$ cat src/hw/lce_read_capture.sv
module lce_read_capture #(
  parameter int width_p = 8
) (
  input  logic               clk_i,
  input  logic               reset_i,
  input  logic               read_accept_i,
  input  logic [width_p-1:0] rdata_i,
  output logic [width_p-1:0] held_o,
  output logic               held_v_o
);

  logic accept_r;
  logic held_v_r;
  logic [width_p-1:0] held_r;

  // read data shows up on rdata_i the cycle after the accept
  always_ff @(posedge clk_i) begin
    if (reset_i) begin
      accept_r <= 1'b0;
    end else begin
      accept_r <= read_accept_i;
    end
  end

  always_ff @(posedge clk_i) begin
    if (accept_r) begin
      held_r <= rdata_i;
    end
  end

  // a new accept drops the flag so stale data is never seen as valid
  always_ff @(posedge clk_i) begin
    if (reset_i) begin
      held_v_r <= 1'b0;
    end else if (read_accept_i) begin
      held_v_r <= 1'b0;
    end else if (accept_r) begin
      held_v_r <= 1'b1;
    end
  end

  assign held_o   = held_r;
  assign held_v_o = held_v_r;

  // the memory has to answer an accepted read in the following cycle
  a_capture_after_accept: assert property (@(posedge clk_i) disable iff (reset_i)
    accept_r |-> !$isunknown(rdata_i));

endmodule

$ cat config.mk
export PLATFORM = sky130hd
export DESIGN_NAME = lce_read_capture
export DESIGN_NICKNAME = d
export VERILOG_FILES = /design/src/hw/lce_read_capture.sv
export SDC_FILE = /design/constraint.sdc
export NUM_CORES = 1
export LEC_CHECK = 0
export BUFFER_PORTS_ARGS = -buffer_cell sky130_fd_sc_hd__buf_2
export CAP_MARGIN = 20
export CORE_AREA = 2 2 39 41
export CTS_CLUSTER_DIAMETER = 60
export DETAILED_ROUTE_END_ITERATION = 10
export DIE_AREA = 0 0 41 43
export PLACE_DENSITY_LB_ADDON = 0.15
export SYNTH_ARGS = -nofsm -noshare
export SYNTH_HDL_FRONTEND = slang
export SYNTH_SLANG_ARGS = --single-unit
$ cat constraint.sdc
create_clock -name clk_i -period 1.1 [get_ports clk_i]
set_input_delay 0.055 -clock clk_i [delete_from_list [all_inputs] [get_ports clk_i]]
set_output_delay 0.055 -clock clk_i [all_outputs]
set_load 0.005 [all_outputs]
==> results of run 1 <==
cell families (layout without fill, tap and decap cells):
logic type             after synthesis  count (layout)  share of synthesized area
buffers and inverters                0              33                          0
AND/OR/NAND/NOR                      3               3                     0.0667
flip-flops                          10              10                      0.933
final timing paths:
check,start,cells past startpoint,endpoint
max,accept_r$_SDFF_PP0_,0,held_o[5]$_DFFE_PP_
min,held_v_o$_SDFFE_PP0P_,2,held_v_o$_SDFFE_PP0P_
max reg2reg,accept_r$_SDFF_PP0_,0,held_o[5]$_DFFE_PP_
min reg2reg,held_v_o$_SDFFE_PP0P_,2,held_v_o$_SDFFE_PP0P_
metrics by stage:
step / total power [uW] / cell area (sq um) / instances / util / hold slack, ps
after CTS: 766 / 542 / 62 / 0.392 / 492
after global placement: 479 / 415 / 48 / 0.300 / 231
after detailed placement: 481 / 415 / 48 / 0.300 / 234
after floorplan: 448 / 300 / 13 / - / 124
after global routing: 796 / 542 / 62 / 0.392 / 499
final: 750 / 542 / 62 / 0.392 / 493
metal layers:
metal | vias to the layer above | routed length, um
met5 | - | 0
met4 | 0 | 0
met3 | 0 | 51
met2 | 11 | 323
met1 | 104 | 187
li1 | 115 | -
power groups by stage:
stage | logic, uW | registers (uW) | clock network (uW)
after floorplan | 3.63 | 444 | 0
after global placement | 35.5 | 443 | 0
after detailed placement | 37.0 | 444 | 0
after CTS | 64.2 | 436 | 266
after global routing | 70.4 | 438 | 287
final | 62.9 | 435 | 252
registers in the layout (all words and copies together), names as in the netlist:
register / flops
held_o: 8
accept_r: 1
held_v_o: 1
final cells by class:
type	count	area (sq um)
Fill cell	139	842
Clock buffer	3	22.5
Multi-Input combinational cell	3	20.0
Clock inverter	1	3.75
Tap cell	16	20.0
Timing Repair Buffer	29	195
Sequential cell	10	280
synthesized netlist by cell type (all sizes together):
| cell | number | area [sq um] |
|---|---|---|
| edfxtp | 8 | 240 |
| dfxtp | 2 | 40.0 |
| nor2 | 1 | 3.75 |
| nor2b | 1 | 6.26 |
| nor3 | 1 | 10.0 |
repair_timing:
item | CTS | global route
hold buffers | 10 | 0
setup endpoints to repair | 0 | 0
endpoints found under the hold margin | 10 | 0
==> metrics.txt, run 1 <==
Psw=147 uW; critical path launch point type=flop; Int Pwr=602 uW; WS Path Type=flop to flop; initial antenna violation count=0; Setup violations, final=0; grt total ovfl=0; die width=41 um; initial DRC count=1; Layout area overhead=80.4%; Critical Path RT=1020 ps; net count after synthesis=24; nets@finish=58; Detailed Routing Iterations Pass 1=2; DIE AREA=1760 sq um; Clock Latency Late Sink=260 ps; Max VDD drop=0.674 mV; Routed WL=561 um; global-route wire length before repair=876 um; final period utilization=0.799; Reg power frac=0.580; final setup TNS=0 ps; die height=43 um; commonest non-fill, non-tap cells in the layout=19 x buf_2, 10 x dlygate4sd3_1, 8 x edfxtp_1; Antenna diodes=0; share of cells above drive strength 1=0.500; sequential share of the synthesized area=0.933; Worst setup EP type=flop; final worst slack=221 ps; max frequency=1140 MHz; CTS buffer count=3; most common cell after layout, fill and taps aside=buf_2; CTS tree=yes; Worst slew margin=0.750; post-CTS setup buffers=0; met3 usage=0.0628; GR Layer Usage met2=0.138; met1 GRT Util=0.0535; largest net degree at the start of global routing=10; global-route usage over all layers=0.0823; vias in the first global route=249; Slew @ Worst Pin=374 ps; Synth Cell Area=300 sq um; Boundary Pins=20; Avg Cell Area, Syn=23.1 sq um; htree depth=1; Root Buffer=clkbuf_4; Clock Sinks=10; Routed Antenna Nets=0; GRT Max-Usage Layer=met2; Distinct cells, synth=5; WL per Instance=9.05 um; final hold viol count=0; DR DRC count=0; Cell Pwr Density=1380 nW/um^2; core area=1380 sq um; routed vias=230; Synthesis Warnings=0; Bufs on Longest Clock Path=2; PortBufs=19; min cycle time layout=879 ps; gpl congestion=0.549; run status=completed; Max Fanout on Critical Path=9; Starting Density=0.217; switching share of power=0.197; clk_skew=6.23 ps; Comb power frac=0.084; Synth Instances=13; worst hold path type=flop to flop; cts repair resizes=0; reg2reg setup slack=220 ps; Rows=14; Leak=0.000231 uW; critical path arrival=800 ps; RSZ-0062 raised after global routing=no; Post-Place Setup Slack=206 ps; Clock Power Share=0.336; #FFs+latches synth=10; max cap viols=0; vias per inst=3.71; clk slew on worst S/H paths=60 ps; max-slew violation count=0
No activity file was read; power rests on OpenSTA's default activity.
==> run 2, diff against run 1 <==
==> constraint.sdc (replaced) <==
create_clock -name clk_i -period 0.8 [get_ports clk_i]
set_input_delay 0.04 -clock clk_i [delete_from_list [all_inputs] [get_ports clk_i]]
set_output_delay 0.04 -clock clk_i [all_outputs]
set_load 0.005 [all_outputs]
==> metrics.txt, run 2 (synthesized netlist as in run 1, its figures left out) <==
run status=complete, but fails checks; failing checks=setup timing; max cap viols=0; Max Fanout on Critical Path=1; critical path buffer and inverter count=1; FILL cells=132; Slew @ Worst Pin=114 ps; Boundary Pins=20; max-slew violation count=0; Max VDD drop=0.955 mV; Leak=0.000240 uW; Routed WL=580 um; CP Depth=1; clk slew on worst S/H paths=70 ps; Clock Latency Late Sink=260 ps; global-route wire length before repair=897 um; max reg flops=8; nets@finish=60; Comb power frac=0.097; initial DRC count=2; largest net degree at the start of global routing=7; source of the worst register-to-register timing path=accept_r$_SDFF_PP0_; Design Power=1040 uW; Routed Antenna Nets=0; vias in the first global route=240; RSZ-0062 raised after global routing=yes; Clock Power Share=0.336; final period utilization=1.01; Crit path largest cell delay=370 ps; gpl congestion=0.553; critical path arrival=760 ps; share of cells above drive strength 1=0.521; global-route usage over all layers=0.0865; CTS tree=yes; Slowest-stage cell, CP=edfxtp_1; WL per Instance=9.06 um; final worst slack=-4.73 ps; final hold viol count=0; DIE AREA=1760 sq um; Bufs on Longest Clock Path=2; Rows=14; R2R Path End=held_o[5]$_DFFE_PP_; Worst setup EP type=output pin; max frequency=1240 MHz; die width=41 um; DP Cell Count=50; WS Path Type=flop to output pin; Critical Path RT=760 ps; Critical path origin=held_o[4]$_DFFE_PP_; DR DRC count=0; Psw=196 uW; min cycle time layout=805 ps; Worst slew margin=0.924; Reg power frac=0.567; CTS buffer count=3; reg2reg setup slack=50 ps; worst setup path endpoint=held_o[4]; initial antenna violation count=0; Storage cell area=280 sq um; Antenna diodes=0; most common cell after layout, fill and taps aside=buf_2; final design utilization=0.402; commonest non-fill, non-tap cells in the layout=19 x buf_2, 10 x dlygate4sd3_1, 8 x edfxtp_1; CP Cell Sequence=buf_2; Int Pwr=847 uW; clk_skew=8.76 ps; core area=1380 sq um; grt total ovfl=0; Detailed Routing Iterations Pass 1=2; Root Buffer=clkbuf_4; Layout area overhead=85.4%; Clock Sinks=10; hold path cells=2; die height=43 um; Setup violations, final=1; footprint of the multi-input gates=20.0 sq um; Starting Density=0.217; Cell Pwr Density=1870 nW/um^2; htree depth=1; switching share of power=0.188; crit-path leading delay family=flip-flops; Worst Reg2Reg Path Length in Cells=1; critical path launch point type=flop; final non-filler cell total=64; routed vias=236; post-CTS setup buffers=0; PortBufs=19; worst hold path type=input pin to flop; vias per inst=3.69
run 2: metrics by stage:
step           hold WS (ps)  cell area, sq um  worst slack, ps  TNS [ps]
3_3_place_gp            216               430             56.8         0
3_5_place_dp            218               430             50.0         0
6_report                485               557            -4.73     -4.73
5_1_grt                 487               557            -70.9      -318
2_1_floorplan           109               300             8.55         0
4_1_cts                 477               557            -31.3     -51.1
run 2: worst min-delay path by stage:
stage | slack, ps | start | to
floorplan | 110 | read_accept_i | held_v_o$_SDFFE_PP0P_
global placement | 220 | read_accept_i | held_v_o$_SDFFE_PP0P_
detailed placement | 220 | rdata_i[6] | held_o[6]$_DFFE_PP_
CTS | 480 | rdata_i[2] | held_o[2]$_DFFE_PP_
global route | 490 | rdata_i[2] | held_o[2]$_DFFE_PP_
finish | 490 | rdata_i[2] | held_o[2]$_DFFE_PP_
run 2: layout make-up:
type / instances / area share
multi-input combinational: 3 / 0.0360
tap: 16 / 0.0360
sequential: 10 / 0.503
clock buffer: 4 / 0.0472
timing repair buffer: 31 / 0.378
run 2: per-layer routing:
layer  vias up  part of all wire  GRT usage
met5         -                 0          0
met4         0                 0     0.0800
met3         0             0.076     0.0628
met2        11              0.55      0.134
met1       106              0.37     0.0604
li1        119                 -          -
run 2: repair_timing:
| action | 4_1_cts | 5_1_grt |
|---|---|---|
| pin swaps | 0 | 0 |
| gates resized for setup | 0 | 0 |
| endpoints found under the setup margin | 5 | 8 |
| hold buffers | 10 | 0 |
| hold endpoints to repair | 10 | 0 |
run 2: power by group through the flow:
stage | sequential, uW | combinational (uW) | clock [uW]
2_1_floorplan | 611 | 4.99 | 0
3_5_place_dp | 603 | 65.4 | 0
5_1_grt | 594 | 114 | 405
6_report | 591 | 101 | 351
4_1_cts | 592 | 103 | 372
3_3_place_gp | 602 | 63.3 | 0
