### src/hw/lce_pkg.sv
package lce_pkg;

  // the address splits into block offset, set index and tag
  localparam int paddr_width_gp  = 40;
  localparam int offset_width_gp = 6;
  localparam int index_width_gp  = 6;
  localparam int tag_width_gp    = paddr_width_gp - index_width_gp - offset_width_gp;

  localparam int ways_gp         = 8;
  localparam int way_width_gp    = 3;
  localparam int block_width_gp  = 512;
  localparam int lce_id_width_gp = 4;

  typedef logic [paddr_width_gp-1:0]  paddr_t;
  typedef logic [index_width_gp-1:0]  index_t;
  typedef logic [tag_width_gp-1:0]    tag_t;
  typedef logic [way_width_gp-1:0]    way_t;
  typedef logic [ways_gp-1:0]         dirty_vec_t;
  typedef logic [block_width_gp-1:0]  block_t;
  typedef logic [lce_id_width_gp-1:0] lce_id_t;

  typedef enum logic [2:0] {
    e_coh_i, e_coh_s, e_coh_e, e_coh_m, e_coh_o, e_coh_f
  } coh_state_e;

  // commands from the directory
  typedef enum logic [3:0] {
    e_cmd_sync, e_cmd_set_clear, e_cmd_inv, e_cmd_st,
    e_cmd_data, e_cmd_st_wakeup, e_cmd_wb, e_cmd_st_wb
  } lce_cmd_e;

  typedef enum logic [2:0] {
    e_resp_sync_ack, e_resp_inv_ack, e_resp_coh_ack, e_resp_wb, e_resp_null_wb
  } lce_resp_e;

  // cache memory port opcodes
  typedef enum logic [1:0] {e_tag_set_clear, e_tag_set_state, e_tag_set_tag} tag_op_e;
  typedef enum logic {e_data_read, e_data_write} data_op_e;
  typedef enum logic [1:0] {e_stat_set_clear, e_stat_read, e_stat_clear_dirty} stat_op_e;

endpackage
### src/hw/lce_cmd_decode.sv
module lce_cmd_decode (
  input  logic                clk_i,
  input  logic                cmd_v_i,
  input  lce_pkg::lce_cmd_e   cmd_type_i,
  input  lce_pkg::paddr_t     cmd_addr_i,
  input  lce_pkg::coh_state_e cmd_state_i,
  output lce_pkg::index_t     index_o,
  output lce_pkg::tag_t       tag_o,
  output logic                do_tag_write_o,
  output lce_pkg::tag_op_e    tag_op_o,
  output logic                do_stat_read_o,
  output logic                do_data_write_o,
  output logic                do_coh_ack_o,
  output logic                do_inv_ack_o
);
  import lce_pkg::*;

  assign index_o = cmd_addr_i[offset_width_gp +: index_width_gp];
  assign tag_o   = cmd_addr_i[paddr_width_gp-1 -: tag_width_gp];

  // sync leaves every action flag low
  always_comb begin
    do_tag_write_o  = 1'b0;
    tag_op_o        = e_tag_set_state;
    do_stat_read_o  = 1'b0;
    do_data_write_o = 1'b0;
    do_coh_ack_o    = 1'b0;
    do_inv_ack_o    = 1'b0;
    unique case (cmd_type_i)
      e_cmd_set_clear: begin
        do_tag_write_o = 1'b1;
        tag_op_o       = e_tag_set_clear;
      end
      e_cmd_inv: begin
        do_tag_write_o = 1'b1;
        do_inv_ack_o   = 1'b1;
      end
      e_cmd_st: do_tag_write_o = 1'b1;
      e_cmd_data: begin
        do_tag_write_o  = 1'b1;
        tag_op_o        = e_tag_set_tag;
        do_data_write_o = 1'b1;
        do_coh_ack_o    = 1'b1;
      end
      e_cmd_st_wakeup: begin
        do_tag_write_o = 1'b1;
        do_coh_ack_o   = 1'b1;
      end
      e_cmd_wb: do_stat_read_o = 1'b1;
      e_cmd_st_wb: begin
        do_tag_write_o = 1'b1;
        do_stat_read_o = 1'b1;
      end
      default: ;
    endcase
  end

  a_known_cmd: assert property (@(posedge clk_i)
    cmd_v_i |-> cmd_type_i inside {e_cmd_sync, e_cmd_set_clear, e_cmd_inv, e_cmd_st,
                                   e_cmd_data, e_cmd_st_wakeup, e_cmd_wb, e_cmd_st_wb});

  // the commanded state lands in the tag memory and has to be a real state
  a_known_state: assert property (@(posedge clk_i)
    cmd_v_i && do_tag_write_o && tag_op_o != e_tag_set_clear && !do_inv_ack_o
    |-> cmd_state_i inside {e_coh_i, e_coh_s, e_coh_e, e_coh_m, e_coh_o, e_coh_f});

endmodule

### config.mk
export PLATFORM = sky130hd
export DESIGN_NAME = lce_cmd_decode
export DESIGN_NICKNAME = d
export VERILOG_FILES = /design/src/hw/lce_pkg.sv /design/src/hw/lce_cmd_decode.sv
export SDC_FILE = /design/constraint.sdc
export NUM_CORES = 1
export LEC_CHECK = 0
export BUFFER_PORTS_ARGS = -buffer_cell sky130_fd_sc_hd__buf_2
export CAP_MARGIN = 20
export CORE_MARGIN = 3
export CORE_UTILIZATION = 19
export DETAILED_ROUTE_END_ITERATION = 12
export GPL_ROUTABILITY_DRIVEN = 1
export GPL_TIMING_DRIVEN = 0
export PLACE_DENSITY = 0.79
export SYNTH_ARGS = -nofsm -noshare
export SYNTH_HDL_FRONTEND = slang
export SYNTH_SLANG_ARGS = --single-unit
### constraint.sdc
create_clock -name vclk -period 0.8
set_clock_uncertainty 0.05 [all_clocks]
set_input_delay 0.08 -clock vclk [all_inputs]
set_output_delay 0.08 -clock vclk [all_outputs]
set_load 0.02 [all_outputs]
==> results.toml, run 1 <==
[detailed_routing]
viasPerCell = 3.657
drtIter0Drc = 0
ant_nets = 0
drt-total-wl_um = 1111
drc_errors = 0
dr_total_vias = 395
avgRoutedWirePerCell_um = 10.29
drt_pass1_iterations = 1

[timing]
fin_crit_ns = 0.8898
worstMarginPinSlew_ns = 0.1846
setup_tns_ns = -0.2130
finalSetupViolCount = 4
layout_setup_ws_ns = -0.08978
hold_viol_final = 0
whs_ns = 0.3271
rsz0062_at_grt = "true"
slew_viol_final = 0
fin_crit_sh_pct = 111.2
fmax_ghz = 1.124
relSlewSlack_pct = 87.66

[finish]
seq_area_um2 = 0
drive_above_1_share_pct = 95.65
synthToLayoutAreaGrowth_pct = 106.0
antenna_cells = 0
nFlopsAndLatches = 0
nets = 143
final.clkbuf_count = 0

[hold_path]
whs_path_depth = 2
hold_path_class = "in2out"

[floorplanning]
coreArea_um2 = 1577
ios = 90
die_area_um2 = 2290
die_y_um = 47.86
initial_core_util_pct = 21.11
row_count = 14
die_w_um = 47.86

[logic_synthesis]
synth_compound_area_share_pct = 1.504
synth_top_family_by_area = "buffers and inverters"
synth_nets = 93
synth_warnings = 0
synthCells = 44
yosysSeqAreaShare_pct = 0
synth-xor-area-share_pct = 5.263
synthAdderAreaFrac_pct = 0
synth-simple-area-share_pct = 13.16
muxShareOfSynthArea_pct = 0
syn-cell-area_um2 = 332.8
netlist-cell-type-count = 9
syn_area_per_cell_um2 = 7.564

[placement]
place_congestion = 0.6086
dpl_worst_slack_ns = -0.1622
numPortBuffers = 45

[run_status]
failed_checks = "negative setup slack"
outcome = "finished with violations"

[power]
pwr_density_cell_nw_per_um2 = 663.9
power.leakage_nw = 0.4214
ir_drop_uv = 212.6

[global_routing]
grt_pass1_vias = 304
grt_use_total_pct = 7.213
grt_max_degree = 6
antenna_found_initial = 0
grt_overflow = 0
grt_pass1_wl_um = 1214

[run]
maxCapViolCount = 0

[critical_path]
path_max_fanout = 4
end_kind = "primary output"
arrival_ns = 0.76
required_ns = 0.67
startpoint_type = "input port"
worstSetupPathType = "in2out"
## worst paths after layout
kind	startpoint	endpoint	slack, ns
max	cmd_type_i[2]	tag_op_o[0]	-0.09
min	cmd_addr_i[14]	tag_o[2]	0.33
## worst max-delay path, stage by stage
cell     delay [ns]
buf_8          0.10
xnor2_1        0.10
or3_1          0.33
buf_6          0.15
## per-layer routing
metal  share of wire [%]  vias to the layer above  GRT usage, %
met5                   0                        -             0
met3                  12                        0             0
met2                  66                       33         17.68
li1                    -                      198             -
met1                  23                      164         6.304
met4                   0                        0             0
## stage by stage
step	std cells	area, um2	total power (W)	util [%]
2_1_floorplan	44	346.6	0.0002945	-
3_3_place_gp	105	591.8	0.0004061	37.54
3_5_place_dp	105	591.8	0.0004111	37.54
4_1_cts	106	654.4	0.0004416	41.51
5_1_grt	108	685.7	0.0004849	43.49
6_report	108	685.7	0.0004552	43.49
## cells in the final DEF, fill, tap and decap left out, drive strengths merged
master and n:
a21oi 1, and2 1, and3b 1, buf 83
inv 1, nor3b 1, nor4b 1, or3 1
xnor2 2
## cell families (layout without fill, tap and decap cells)
family,after synthesis,in the layout
AO/OA/AOI/OAI,1,1
XOR/XNOR,2,2
buffers and inverters,36,84
AND/OR/NAND/NOR,5,5
## where the power goes
| part | switching (W) | internal, W |
|---|---|---|
| Clock | 0 | 0 |
| Sequential | 0 | 0 |
| Combinational | 0.000217 | 0.000238 |
## final cells by class
| cell class | instances | area [um2] |
|---|---|---|
| fill | 154 | 890.9 |
| timing repair buffer | 48 | 306.5 |
| buffer | 35 | 266.5 |
| multi-input combinational | 8 | 88.84 |
| tap | 16 | 20.02 |
| inverter | 1 | 3.754 |
## cell usage after synthesis (all sizes together)
cell / count / area share, %
a21oi: 1 / 1.5
and2: 1 / 1.9
and3b: 1 / 3.0
buf: 35 / 79
inv: 1 / 1.1
nor3b: 1 / 3.8
nor4b: 1 / 2.6
or3: 1 / 1.9
xnor2: 2 / 5.3
## timing repair
action	in CTS	in global routing
pin swaps	3	5
gates resized for setup	18	4
buffers inserted	1	2
endpoints found under the setup margin	4	4
hold buffers	0	0
Note: power is estimated with default switching activity, not from simulation.
==> inputs of run 2 (changes only) <==
- SETUP_SLACK_MARGIN: default -> 0.02
==> results.toml, run 2 (synthesis gave the netlist of run 1 again) <==
[run_status]
outcome = "finished with violations"
failed_checks = "negative setup slack"

[finish]
final.clkbuf_count = 0
synthToLayoutAreaGrowth_pct = 107.1
antenna_cells = 0
nets = 143
fill_cells = 154
multi_input_area_um2 = 88.84
seq_area_um2 = 0
drive_above_1_share_pct = 95.65
nFlopsAndLatches = 0
layout_common_cells = "39 x buf_4, 35 x buf_2, 7 x buf_6"
final_common_cell = "buf_4"

[floorplanning]
die_area_um2 = 2290
coreArea_um2 = 1577
ios = 90
row_count = 14
initial_core_util_pct = 21.11
die_w_um = 47.86
die_y_um = 47.86

[placement]
numPortBuffers = 45
dpl_worst_slack_ns = -0.1622
place_congestion = 0.6086

[power]
ir_drop_uv = 221.5
pwr_density_cell_nw_per_um2 = 663.5
power.leakage_nw = 0.4228

[global_routing]
grt_busiest_layer = "met2"
use_met1_pct = 6.304
grt_overflow = 0
grt_util_met2_pct = 17.41
met3_usage_pct = 0
antenna_found_initial = 0
grt_pass1_vias = 310
grt_max_degree = 6
grt_use_total_pct = 7.137
grt_pass1_wl_um = 1214

[hold_path]
holdPathEnd = "tag_o[2]"
whs_path_depth = 2
hold_path_class = "in2out"
hold_start = "cmd_addr_i[14]"

[detailed_routing]
dr_total_vias = 392
ant_nets = 0
drtIter0Drc = 0
drt_pass1_iterations = 1
avgRoutedWirePerCell_um = 10.35
drc_errors = 0
viasPerCell = 3.630
drt-total-wl_um = 1118

[timing]
worstMarginPinSlew_ns = 0.1846
fin_crit_sh_pct = 110.1
hold_viol_final = 0
rsz0062_at_grt = "true"
fin_crit_ns = 0.8810
relSlewSlack_pct = 87.66
finalSetupViolCount = 4
whs_ns = 0.3271
slew_viol_final = 0
fmax_ghz = 1.135
layout_setup_ws_ns = -0.08098

[critical_path]
end_kind = "primary output"
startpoint_type = "input port"
worstSetupPathType = "in2out"
required_ns = 0.67
arrival_ns = 0.75
path_max_fanout = 4

[run]
maxCapViolCount = 0
==> run 2: changes by cell type in the layout (fill, tap and decap cells not counted) <==
| cell | change |
|---|---|
| buf_6 | -1 |
| buf_8 | +1 |
==> run 2: worst max path at each step <==
stage	start	to	slack (ns)	cells past startpoint
detailed placement	cmd_type_i[2]	tag_op_o[1]	-0.16	5
CTS	cmd_type_i[2]	tag_op_o[0]	-0.08	4
finish	cmd_type_i[2]	tag_op_o[0]	-0.08	4
floorplan	cmd_type_i[3]	tag_op_o[1]	-0.13	3
global placement	cmd_type_i[2]	tag_op_o[1]	-0.15	5
global route	cmd_type_i[2]	tag_op_o[0]	-0.11	4
==> run 2: through the flow <==
step	TNS [ns]	std cells	cell area, um2	utilization, %	total power, W
3_5_place_dp	-0.3787	105	591.8	37.54	0.0004111
3_3_place_gp	-0.3373	105	591.8	37.54	0.0004061
6_report	-0.2037	108	689.4	43.73	0.0004574
2_1_floorplan	-0.1308	44	346.6	-	0.0002945
5_1_grt	-0.3150	108	689.4	43.73	0.0004877
4_1_cts	-0.1809	106	658.1	41.75	0.0004435
==> run 2: critical path: stages <==
cell and delay (ns):
buf_8 0.10, xnor2_1 0.10, or3_1 0.32, buf_6 0.14
==> run 2: cell type report <==
type,instances,area share [%]
tap,16,2.904
buffer,35,38.66
multi-input combinational,8,12.89
inverter,1,0.5445
timing repair buffer,48,45.01
==> run 2: metal layers <==
layer | part of all wire [%] | up-vias | wire length [um]
met4 | 0 | 0 | 0
met5 | 0 | - | 0
met1 | 22 | 161 | 251
met3 | 11 | 0 | 128
li1 | - | 198 | -
met2 | 66 | 33 | 739
==> run 2: report_power, final <==
group	internal (W)	switching (W)	total (W)
Sequential	0	0	0
Clock	0	0	0
Combinational	0.000240	0.000218	0.000457
==> run 2: what timing repair did <==
action,CTS,global route
pin swaps,3,5
setup buffers,1,2
hold buffers,0,0
resized for setup,19,4
setup endpoints to repair,4,6
